==> src/qos_pkg.sv <==
package qos_pkg;

	// packet format
	localparam int num_classes = 4;
	localparam int class_w = 2;
	localparam int payload_w = 2;
	localparam int pkt_w = 4;
	localparam int bit_cnt_w = $clog2(pkt_w);
	localparam logic [bit_cnt_w-1:0] last_bit_idx = bit_cnt_w'(pkt_w - 1);

	// queue sizing
	localparam int queue_depth = 6;
	localparam int occ_w = 3;
	localparam int drop_w = 7;
	localparam logic [occ_w-1:0] occ_full = occ_w'(queue_depth);
	localparam logic [occ_w-1:0] last_slot = occ_w'(queue_depth - 1);

	// a class is served first once it holds more than its own index
	localparam logic [occ_w-1:0] serve_thresh [num_classes] = '{
		occ_w'(1),
		occ_w'(2),
		occ_w'(3),
		occ_w'(4)
	};

	// service pacing
	localparam int service_period = 32;
	localparam int tick_w = 5;
	localparam logic [tick_w-1:0] tick_last = tick_w'(service_period - 1);

	typedef enum logic [1:0] {
		sym_bad  = 2'b00, // both wires low
		sym_one  = 2'b01,
		sym_zero = 2'b10,
		sym_sep  = 2'b11
	} sym_t;

	typedef enum logic [1:0] {
		rx_idle = 2'd0,
		rx_bit  = 2'd1,
		rx_sep  = 2'd2
	} rx_state_t;

endpackage

==> src/bit_receiver.sv <==
`timescale 1ns/1ps

module bit_receiver (
	input  logic clk,
	input  logic rst,
	input  logic start,
	input  logic line_hi,
	input  logic line_lo,
	output logic armed,
	output logic pkt_valid,
	output logic [qos_pkg::class_w-1:0] pkt_class,
	output logic [qos_pkg::payload_w-1:0] pkt_payload
);

	qos_pkg::sym_t sym;
	qos_pkg::rx_state_t state;
	logic [qos_pkg::bit_cnt_w-1:0] bit_cnt;
	logic [qos_pkg::pkt_w-2:0] shift;
	logic [qos_pkg::pkt_w-1:0] pkt;
	logic is_data;
	logic take_bit;
	logic last_bit;

	assign sym = qos_pkg::sym_t'({line_hi, line_lo}); // wire 1 is line_hi
	assign is_data = (sym == qos_pkg::sym_one) || (sym == qos_pkg::sym_zero);
	assign take_bit = (state == qos_pkg::rx_bit) && is_data;
	assign last_bit = (bit_cnt == qos_pkg::last_bit_idx);
	assign pkt = {shift, sym == qos_pkg::sym_one}; // msb arrives first
	assign armed = (state != qos_pkg::rx_idle);

	always_ff @(posedge clk) begin
		if (rst) begin
			state <= qos_pkg::rx_idle;
			bit_cnt <= '0;
			pkt_valid <= 1'b0;
		end else begin
			pkt_valid <= 1'b0;
			case (state)
				qos_pkg::rx_idle: begin
					if (start) begin
						state <= qos_pkg::rx_bit;
						bit_cnt <= '0;
					end
				end
				qos_pkg::rx_bit: begin
					if (is_data) begin
						if (last_bit) begin
							pkt_valid <= 1'b1;
							state <= qos_pkg::rx_idle; // disarm
						end else begin
							bit_cnt <= bit_cnt + 1'b1;
							state <= qos_pkg::rx_sep;
						end
					end
				end
				qos_pkg::rx_sep: begin
					if (sym == qos_pkg::sym_sep)
						state <= qos_pkg::rx_bit; // anything else waited out
				end
				default: state <= qos_pkg::rx_idle;
			endcase
		end
	end

	// old bits fall off the shift path after a full packet
	always_ff @(posedge clk) begin
		if (take_bit) begin
			shift <= pkt[qos_pkg::pkt_w-2:0];
			if (last_bit) begin
				pkt_class <= pkt[qos_pkg::pkt_w-1 -: qos_pkg::class_w];
				pkt_payload <= pkt[qos_pkg::payload_w-1:0];
			end
		end
	end

endmodule

==> src/service_timer.sv <==
`timescale 1ns/1ps

module service_timer (
	input  logic clk,
	input  logic rst,
	input  logic drain,
	output logic tick
);

	logic [qos_pkg::tick_w-1:0] count;
	logic terminal;

	assign terminal = (count == qos_pkg::tick_last);
	assign tick = drain && terminal;

	always_ff @(posedge clk) begin
		if (rst) begin
			count <= '0;
		end else if (!drain) begin
			count <= '0; // restart period when drain drops
		end else if (terminal) begin
			count <= '0;
		end else begin
			count <= count + 1'b1;
		end
	end

endmodule

==> src/class_queue.sv <==
`timescale 1ns/1ps

module class_queue (
	input  logic clk,
	input  logic rst,
	input  logic push,
	input  logic pop,
	input  logic [qos_pkg::payload_w-1:0] push_payload,
	output logic [qos_pkg::payload_w-1:0] head_payload,
	output logic [qos_pkg::occ_w-1:0] occupancy,
	output logic [qos_pkg::drop_w-1:0] drops
);

	logic [qos_pkg::payload_w-1:0] mem [qos_pkg::queue_depth];
	logic [qos_pkg::occ_w-1:0] rd_ptr;
	logic [qos_pkg::occ_w-1:0] wr_ptr;
	logic full;
	logic empty;
	logic do_pop;
	logic push_out;

	function automatic logic [qos_pkg::occ_w-1:0] next_ptr(
		input logic [qos_pkg::occ_w-1:0] ptr
	);
		if (ptr == qos_pkg::last_slot)
			return '0;
		return ptr + 1'b1;
	endfunction

	assign full = (occupancy == qos_pkg::occ_full);
	assign empty = (occupancy == '0);
	assign do_pop = pop && !empty;
	assign push_out = push && full && !do_pop; // oldest entry lost
	assign head_payload = mem[rd_ptr];

	always_ff @(posedge clk) begin
		if (rst) begin
			rd_ptr <= '0;
			wr_ptr <= '0;
			occupancy <= '0;
			drops <= '0;
		end else begin
			if (push)
				wr_ptr <= next_ptr(wr_ptr);
			if (do_pop || push_out)
				rd_ptr <= next_ptr(rd_ptr);

			if (push && !do_pop && !full)
				occupancy <= occupancy + 1'b1;
			else if (do_pop && !push)
				occupancy <= occupancy - 1'b1;

			if (push_out && drops != '1)
				drops <= drops + 1'b1; // saturating
		end
	end

	always_ff @(posedge clk) begin
		if (push)
			mem[wr_ptr] <= push_payload;
	end

endmodule

==> src/service_arbiter.sv <==
`timescale 1ns/1ps

module service_arbiter (
	input  logic clk,
	input  logic rst,
	input  logic tick,
	input  logic [qos_pkg::occ_w-1:0] occ_0,
	input  logic [qos_pkg::occ_w-1:0] occ_1,
	input  logic [qos_pkg::occ_w-1:0] occ_2,
	input  logic [qos_pkg::occ_w-1:0] occ_3,
	input  logic [qos_pkg::payload_w-1:0] head_0,
	input  logic [qos_pkg::payload_w-1:0] head_1,
	input  logic [qos_pkg::payload_w-1:0] head_2,
	input  logic [qos_pkg::payload_w-1:0] head_3,
	output logic pop_0,
	output logic pop_1,
	output logic pop_2,
	output logic pop_3,
	output logic out_valid,
	output logic [qos_pkg::class_w-1:0] out_class,
	output logic [qos_pkg::payload_w-1:0] out_payload
);

	logic [qos_pkg::occ_w-1:0] occ_a [qos_pkg::num_classes];
	logic [qos_pkg::payload_w-1:0] head_a [qos_pkg::num_classes];
	logic [qos_pkg::class_w-1:0] sel;
	logic sel_valid;
	logic serve;

	assign occ_a = '{occ_0, occ_1, occ_2, occ_3};
	assign head_a = '{head_0, head_1, head_2, head_3};

	always_comb begin
		sel = '0;
		sel_valid = 1'b0;
		// threshold pass from the highest class down
		for (int i = qos_pkg::num_classes - 1; i >= 0; i--) begin
			if (!sel_valid && occ_a[i] >= qos_pkg::serve_thresh[i]) begin
				sel = i[qos_pkg::class_w-1:0];
				sel_valid = 1'b1;
			end
		end
		// fallback to highest non-empty
		for (int i = qos_pkg::num_classes - 1; i >= 0; i--) begin
			if (!sel_valid && occ_a[i] != '0) begin
				sel = i[qos_pkg::class_w-1:0];
				sel_valid = 1'b1;
			end
		end
	end

	assign serve = tick && sel_valid;
	assign pop_0 = serve && (sel == 2'd0);
	assign pop_1 = serve && (sel == 2'd1);
	assign pop_2 = serve && (sel == 2'd2);
	assign pop_3 = serve && (sel == 2'd3);

	always_ff @(posedge clk) begin
		if (rst)
			out_valid <= 1'b0;
		else
			out_valid <= serve;
	end

	always_ff @(posedge clk) begin
		if (serve) begin
			out_class <= sel;
			out_payload <= head_a[sel]; // oldest entry of chosen queue
		end
	end

endmodule

==> src/qos_buffer_top.sv <==
`timescale 1ns/1ps

module qos_buffer_top (
	input  logic clk,
	input  logic rst,
	input  logic start,
	input  logic line_hi,
	input  logic line_lo,
	input  logic drain,
	output logic armed,
	output logic out_valid,
	output logic [qos_pkg::class_w-1:0] out_class,
	output logic [qos_pkg::payload_w-1:0] out_payload,
	output logic [qos_pkg::occ_w-1:0] occ_0,
	output logic [qos_pkg::occ_w-1:0] occ_1,
	output logic [qos_pkg::occ_w-1:0] occ_2,
	output logic [qos_pkg::occ_w-1:0] occ_3,
	output logic [qos_pkg::drop_w-1:0] drops_0,
	output logic [qos_pkg::drop_w-1:0] drops_1,
	output logic [qos_pkg::drop_w-1:0] drops_2,
	output logic [qos_pkg::drop_w-1:0] drops_3
);

	logic pkt_valid;
	logic [qos_pkg::class_w-1:0] pkt_class;
	logic [qos_pkg::payload_w-1:0] pkt_payload;
	logic tick;
	logic push_0, push_1, push_2, push_3;
	logic pop_0, pop_1, pop_2, pop_3;
	logic [qos_pkg::payload_w-1:0] head_0, head_1, head_2, head_3;

	// class decode for enqueue
	assign push_0 = pkt_valid && (pkt_class == 2'd0);
	assign push_1 = pkt_valid && (pkt_class == 2'd1);
	assign push_2 = pkt_valid && (pkt_class == 2'd2);
	assign push_3 = pkt_valid && (pkt_class == 2'd3);

	bit_receiver u_rx (
		.clk(clk), .rst(rst), .start(start),
		.line_hi(line_hi), .line_lo(line_lo),
		.armed(armed), .pkt_valid(pkt_valid),
		.pkt_class(pkt_class), .pkt_payload(pkt_payload)
	);

	service_timer u_timer (.clk(clk), .rst(rst), .drain(drain), .tick(tick));

	class_queue u_queue_0 (
		.clk(clk), .rst(rst), .push(push_0), .pop(pop_0),
		.push_payload(pkt_payload), .head_payload(head_0),
		.occupancy(occ_0), .drops(drops_0)
	);

	class_queue u_queue_1 (
		.clk(clk), .rst(rst), .push(push_1), .pop(pop_1),
		.push_payload(pkt_payload), .head_payload(head_1),
		.occupancy(occ_1), .drops(drops_1)
	);

	class_queue u_queue_2 (
		.clk(clk), .rst(rst), .push(push_2), .pop(pop_2),
		.push_payload(pkt_payload), .head_payload(head_2),
		.occupancy(occ_2), .drops(drops_2)
	);

	class_queue u_queue_3 (
		.clk(clk), .rst(rst), .push(push_3), .pop(pop_3),
		.push_payload(pkt_payload), .head_payload(head_3),
		.occupancy(occ_3), .drops(drops_3)
	);

	service_arbiter u_arb (
		.clk(clk), .rst(rst), .tick(tick),
		.occ_0(occ_0), .occ_1(occ_1), .occ_2(occ_2), .occ_3(occ_3),
		.head_0(head_0), .head_1(head_1), .head_2(head_2), .head_3(head_3),
		.pop_0(pop_0), .pop_1(pop_1), .pop_2(pop_2), .pop_3(pop_3),
		.out_valid(out_valid), .out_class(out_class), .out_payload(out_payload)
	);

endmodule

==> config.mk <==
export PLATFORM = sky130hd
export DESIGN_NAME = qos_buffer_top
export DESIGN_NICKNAME = d
export VERILOG_FILES = /design/src/qos_pkg.sv /design/src/bit_receiver.sv /design/src/service_timer.sv /design/src/class_queue.sv /design/src/service_arbiter.sv /design/src/qos_buffer_top.sv
export SDC_FILE = /design/constraint.sdc
export NUM_CORES = 1
export LEC_CHECK = 0
export BUFFER_PORTS_ARGS = -buffer_cell sky130_fd_sc_hd__buf_2
export CAP_MARGIN = 20
export CORE_MARGIN = 2
export CORE_UTILIZATION = 60
export DETAILED_ROUTE_END_ITERATION = 8
export GPL_TIMING_DRIVEN = 0
export PLACE_DENSITY = 0.82
export SLEW_MARGIN = 0
export SYNTH_ARGS = -nofsm -noshare
export SYNTH_HDL_FRONTEND = slang
export SYNTH_SLANG_ARGS = --single-unit
==> constraint.sdc <==
create_clock -name clk -period 4.19 [get_ports clk]
set_input_delay 0.6285 -clock clk [delete_from_list [all_inputs] [get_ports clk]]
set_output_delay 0.6285 -clock clk [all_outputs]
set_load 0.01 [all_outputs]
==> flow_summary.ini, run 1 <==
[status]
status = completed

[timing]
holdWs_ns = 0.432
relSlewSlack_pct = 46.5
period_share_pct = 81.7
hold_viol_final = 0
tightest_slew_ns = 0.801
timing.setup.tns_ns = 0
finalSetupViolCount = 0
fmax_ghz = 0.292
rsz0062_at_grt = no
min_period_ns = 3.42
clock_skew_ns = 0.0126
finalMaxSlewViolations = 0

[worst_setup_path]
crit_family = simple AND/OR/NAND/NOR gates
path_class = reg -> reg
arrival_ns = 3.84
cp_max_fo = 10
critPathSlowestCell = or4_1
crit_top_cell = buf_2
cp-start-kind = register
cp-end-kind = register
cpPeakStageDelay_ns = 0.55
crit_chain = or3_1, or4_1, nor3_4, o211a_1, buf_2, buf_2, or2_2, fa_1, nor2_1, mux2i_1, mux2_2
critPathRequiredTime_ns = 4.61
cp_num_buf_inv = 2

[clock_network]
postCtsSetupBuffers = 0
cts-root-buf = clkbuf_8
cts_tree = built
ctsHtreeMaxLevel = 4
cts_resized = 0
clk_latency_ns = 0.54
cts.sinks = 146
clock_path_buffers = 2
cts_buffers = 17
cts_hold_buffers = 0
clkSlewWorstSetupHoldPaths_ns = 0.07

[placed_design]
gp_congestion = 0.858
dpl_cell_area_um2 = 6890
portBuffers = 51
dpl.hpwl_um = 9640

[yosys]
synth_mux_area_share_pct = 9.46
yosysWarningCount = 0
synth_compound_area_share_pct = 8.96
synth-simple-area-share_pct = 20.2
syn_nets = 599
synth-seq-cells = 146
ys.flop_type = dfxtp_1
seq_area_frac_synth_pct = 54.3
syn_area_per_cell_um2 = 11.2
synth_cell_types = 59
synth-edff-count = 59
synth_area_um2 = 6460
syn_inst = 576
synth_top_family_by_area = simple AND/OR/NAND/NOR gates
synthAdderAreaFrac_pct = 3.64
async_flop_share_pct = 0
synthXorXnorAreaFrac_pct = 1.22

[global_routing]
grt_util_met1_pct = 31.3
met3_usage_pct = 4.72
grt_overflow = 0
use_met2_pct = 43.8
grt_start_max_net_pins = 25
gr-max-usage-layer = met2
grt_usage_pct = 25.7
first_global_vias = 4643
grt_antenna_before_repair = 0
grt_pass1_wl_um = 22500

[finish]
drive_gt1_share_pct = 19.6
fill_cells = 706
multiInputGateArea_um2 = 2810
register_area_um2 = 3510
nNetsFinal = 669
antennaDiodeCount = 0
syn_to_final_growth_pct = 16.1
fin_area_um2 = 7510

[floorplanning]
io_pins = 52
die_width_um = 108
rows = 37
die_y_um = 108
die-area_um2 = 11600
start_util_pct = 62.1
core-area_um2 = 10400

[route]
drtAntennaViolNets = 0
wirelength_um = 14000
dr.first_iter.drc_count = 298
vias_per_cell = 5.99
routedWlPerCell_um = 17.6
drt_first_pass_iters = 6
drc = 0
dr_total_vias = 4766

[pwr]
peakVddDrop_mv = 0.316
p_leak_uw = 0.00287
powerDensity_nw_per_um2 = 413

[job]
max_cap_viol_count = 0

[min_path]
hold_path.class = reg -> reg
==> routing by layer <==
metal	wire length (um)	share of wire [%]
met1	5710	41
met2	7090	51
met3	812	5.8
met4	363	2.6
met5	0	0
==> report_power, final <==
group | leakage [uW] | internal, uW | switching [uW] | total (uW)
combinational | 0.00134 | 24.7 | 48.6 | 73.3
sequential | 0.00123 | 1470 | 5.81 | 1480
clock | 0.000298 | 947 | 600 | 1550
==> through the flow <==
step                      setup WS, ns  util, %  std cells  total power [uW]
after floorplan                   1.13        -        576              1560
after global placement           0.938     66.2        763              1580
after detailed placement         0.888     66.2        763              1580
after CTS                        0.803     72.1        795              3110
after global routing             0.592     72.1        795              3170
final                            0.768     72.1        795              3100
==> registers in the layout, summed over array words and instances (netlist names), 5 cells and up, named ones only <==
| name | cells |
|---|---|
| u_queue_3.drops | 7 |
| u_queue_2.drops | 7 |
| u_timer.count | 5 |
| u_queue_1.drops | 7 |
| u_queue_1.mem | 12 |
| u_queue_0.drops | 7 |
| u_queue_2.mem | 12 |
| u_queue_0.mem | 12 |
| u_queue_3.mem | 12 |
==> worst paths after layout <==
kind	cells after the start	startpoint	slack, ns	end
worst max register to register	11	u_queue_3.occupancy[2]$_SDFFE_PP0P_	0.77	u_queue_3.occupancy[2]$_SDFFE_PP0P_
worst max-delay path	11	u_queue_3.occupancy[2]$_SDFFE_PP0P_	0.77	u_queue_3.occupancy[2]$_SDFFE_PP0P_
worst min register to register	0	u_rx.shift[2]$_DFFE_PP_	0.43	u_rx.pkt_class[1]$_DFFE_PP_
worst min-delay path	0	u_rx.shift[2]$_DFFE_PP_	0.43	u_rx.pkt_class[1]$_DFFE_PP_
==> layout make-up <==
cell class,count,share of cell area (%)
flip-flops and latches,146,46.8
multi-input cells,400,37.5
clock buffers,21,6.42
repair buffers,51,3.40
well taps,136,2.27
clock inverters,11,1.82
plain buffers,18,1.23
inverters,12,0.600
==> worst register-to-register path, cell delays in order, from the launching register on <==
cell and delay (ns):
dfxtp_1 0.40, or3_1 0.50, or4_1 0.55, nor3_4 0.25, o211a_1 0.23, buf_2 0.21, buf_2 0.24, or2_2 0.15
fa_1 0.18, nor2_1 0.05, mux2i_1 0.20, mux2_2 0.36
==> cell families after synthesis <==
| family | after synthesis |
|---|---|
| compound gates | 86 |
| fa+ha+maj | 17 |
| mux | 49 |
| flops | 146 |
| simple gates | 239 |
| buf+inv | 30 |
| xor+xnor | 9 |
==> cell usage after synthesis (7+ instances only) <==
| library cell | count | area (um2) |
|---|---|---|
| dfxtp_1 | 87 | 1740 |
| nor2_1 | 63 | 236 |
| edfxtp_1 | 59 | 1770 |
| a21oi_1 | 31 | 155 |
| nand2_1 | 27 | 101 |
| mux2i_1 | 24 | 240 |
| nor3_1 | 21 | 105 |
| nor2b_1 | 20 | 125 |
| nand2b_1 | 19 | 119 |
| mux2_2 | 17 | 191 |
| ha_1 | 14 | 175 |
| o21ai_0 | 14 | 70.1 |
| clkbuf_1 | 13 | 48.8 |
| and3_1 | 12 | 75.1 |
| inv_1 | 11 | 41.3 |
| nand3_1 | 11 | 55.1 |
| or4_1 | 11 | 82.6 |
| o31ai_1 | 9 | 67.6 |
| or3_1 | 9 | 56.3 |
| mux4_2 | 8 | 180 |
| and2_1 | 7 | 43.8 |
==> placed cells by master, fill, tap and decap left out, types with 4 or more instances in the layout <==
master     count
a211oi_1       5
a21oi_1       31
a31oi_1        4
and2_1         7
and3_1        12
buf_2         53
clkbuf_1      14
clkbuf_16     18
dfxtp_1       87
edfxtp_1      59
ha_1          14
inv_1         11
mux2_2        17
mux2i_1       24
mux4_2         8
nand2_1       27
nand2b_1      19
nand3_1       11
nand3b_1       6
nor2_1        63
nor2b_1       20
nor3_1        21
nor3b_1        6
nor4_1         5
nor4b_1        4
o21ai_0       14
o31ai_1        9
or2_2          4
or3_1          9
or3b_2         5
or4_1         11
xnor2_1        6
No activity file was read; power rests on OpenSTA's default activity.
==> inputs of run 2 (changes only) <==
CORE_UTILIZATION = 54   (was 60)
PLACE_DENSITY = 0.78   (was 0.82)
clock period = 2.8 ns   (was 4.19 ns; I/O delays follow)
==> run 2 against run 1 <==
Net effect:
- the flow now finishes with violations (setup timing)
- clock skew fell by 0.0028 ns
- clock power rose by 45%
- largest power group unchanged
- core utilization fell by 4.8 points
- routed wire length rose by 5.9%
- critical path depth did not move
- cell count rose by 3.1%
- first-iteration DRC count fell by 5.0%
- setup slack got worse by 0.87 ns
- maximum frequency rose by 18%
- hold slack got worse by 0.059 ns
- register-to-register slack got worse by 0.87 ns
==> flow_summary.ini, run 2 (synthesis results as in run 1) <==
[worst_setup_path]
reg2reg_depth = 11
r2r_start = u_queue_3.occupancy[2]$_SDFFE_PP0P_
arrival_ns = 3.21
critPathRequiredTime_ns = 3.10
regToRegSetupSlack_ns = -0.10
cp-start-kind = register
path_class = reg -> reg
cp-end-kind = register
startpoint = u_queue_3.occupancy[2]$_SDFFE_PP0P_
r2r-end = u_queue_3.occupancy[2]$_SDFFE_PP0P_
cp_max_fo = 7

[placed_design]
dpl.hpwl_um = 9900
portBuffers = 51
gp_congestion = 0.835
dp.cells = 770

[timing]
finalSetupViolCount = 3
min_period_ns = 2.90
timing.setup.tns_ns = -0.236
fin_ws_ns = -0.104
holdWs_ns = 0.373
period_share_pct = 104
rsz0062_at_grt = yes
relSlewSlack_pct = 47.5
tightest_slew_ns = 0.788
clock_skew_ns = 0.00984
fmax_ghz = 0.344
hold_viol_final = 0
finalMaxSlewViolations = 0

[finish]
final_util_pct = 67.3
layout_commonest_cell = dfxtp_1
fill_cells = 873
layout_common_cells = dfxtp_1 (80), nor2_1 (62), edfxtp_1 (59), buf_2 (51), a21oi_1 (28)
drive_gt1_share_pct = 26.7
antennaDiodeCount = 0
syn_to_final_growth_pct = 20.4
nNetsFinal = 687
layout.cells.non_filler = 820

[floorplanning]
die_width_um = 113
die-area_um2 = 12900
start_util_pct = 55.9
core-area_um2 = 11600
rows = 39
die_y_um = 113
io_pins = 52

[pwr]
powerDensity_nw_per_um2 = 587
p_leak_uw = 0.00296
peakVddDrop_mv = 0.437

[min_path]
hold_start = line_lo
min_to = u_rx.shift[0]$_DFFE_PP_
holdPathStages = 2
hold_path.class = in -> reg

[global_routing]
grt_start_max_net_pins = 25
first_global_vias = 4733
grt_usage_pct = 23.7
grt_pass1_wl_um = 23400
grt_antenna_before_repair = 0
grt_overflow = 0

[clock_network]
cts_tree = built
clk_latency_ns = 0.42
clock_path_buffers = 2
clkSlewWorstSetupHoldPaths_ns = 0.06
cts-root-buf = clkbuf_16
ctsHtreeMaxLevel = 4
cts.sinks = 146
cts_buffers = 17

[route]
drtAntennaViolNets = 0
dr_total_vias = 4856
vias_per_cell = 5.92
routedWlPerCell_um = 18.0
dr.first_iter.drc_count = 283
drt_first_pass_iters = 5
drc = 0
wirelength_um = 14800

[status]
violations = setup timing
status = complete, but fails checks

[job]
max_cap_viol_count = 0
-- run 2: cell count changes in the layout (fill, tap and decap cells not counted), moves of 4 or more --
cell and delta:
dfxtp_1 -7, inv_6 +5, mux2i_1 -4, dfxtp_4 +4
buf_4 +19
-- run 2: critical path, cell delays in order, from the launching register on --
cell and delay, ns:
dfxtp_4 0.37, or3_4 0.43, or4_4 0.47, nor3_4 0.23, o211a_1 0.21, buf_6 0.12, buf_6 0.08, or2_4 0.11
fa_2 0.21, nor2_1 0.05, mux2i_2 0.19, mux2_4 0.32
-- run 2: worst max-delay path by stage --
stage,to,cells past startpoint
global placement,u_queue_1.occupancy[2]$_SDFFE_PP0P_,10
floorplan,u_queue_2.occupancy[2]$_SDFFE_PP0P_,11
finish,u_queue_3.occupancy[2]$_SDFFE_PP0P_,11
CTS,u_queue_3.occupancy[2]$_SDFFE_PP0P_,11
detailed placement,u_queue_1.occupancy[2]$_SDFFE_PP0P_,10
global route,u_queue_3.occupancy[2]$_SDFFE_PP0P_,11
-- run 2: area by class of cell --
class | instances | area (um2) | share of cell area (%)
buffer | 17 | 93.8 | 1.21
clock buffer | 18 | 450 | 5.79
clock inverter | 14 | 136 | 1.75
inverter | 12 | 45.0 | 0.579
multi-input combinational | 400 | 2950 | 37.9
sequential | 146 | 3530 | 45.4
tap | 143 | 179 | 2.30
timing repair buffer | 70 | 398 | 5.11
-- run 2: routing by layer --
layer  wire length [um]  global-route usage [%]  vias up
li1                   -                       -     2296
met1               6050                    28.8     2394
met2               7680                    40.6      140
met3                819                    7.07       26
met4                249                    8.05        0
met5                  0                       0        -
-- run 2: report_power, final --
group / internal (uW) / total, uW / switching [uW]
Clock: 1300 / 2250 / 944
Sequential: 2200 / 2210 / 8.36
Combinational: 38.9 / 110 / 71.4
-- run 2: timing repair --
action	CTS	global route
resized for setup	11	18
pin swaps	10	4
hold buffers	0	0
endpoints found under the setup margin	7	20
buffers inserted	13	7
-- run 2: per-stage QoR --
step           setup WS (ns)  power, uW  instance area [um2]
6_report              -0.104       4570                 7780
4_1_cts               -0.159       4590                 7670
3_3_place_gp          -0.258       2360                 6960
2_1_floorplan         -0.103       2330                 6530
3_5_place_dp          -0.323       2370                 6960
5_1_grt               -0.183       4690                 7780
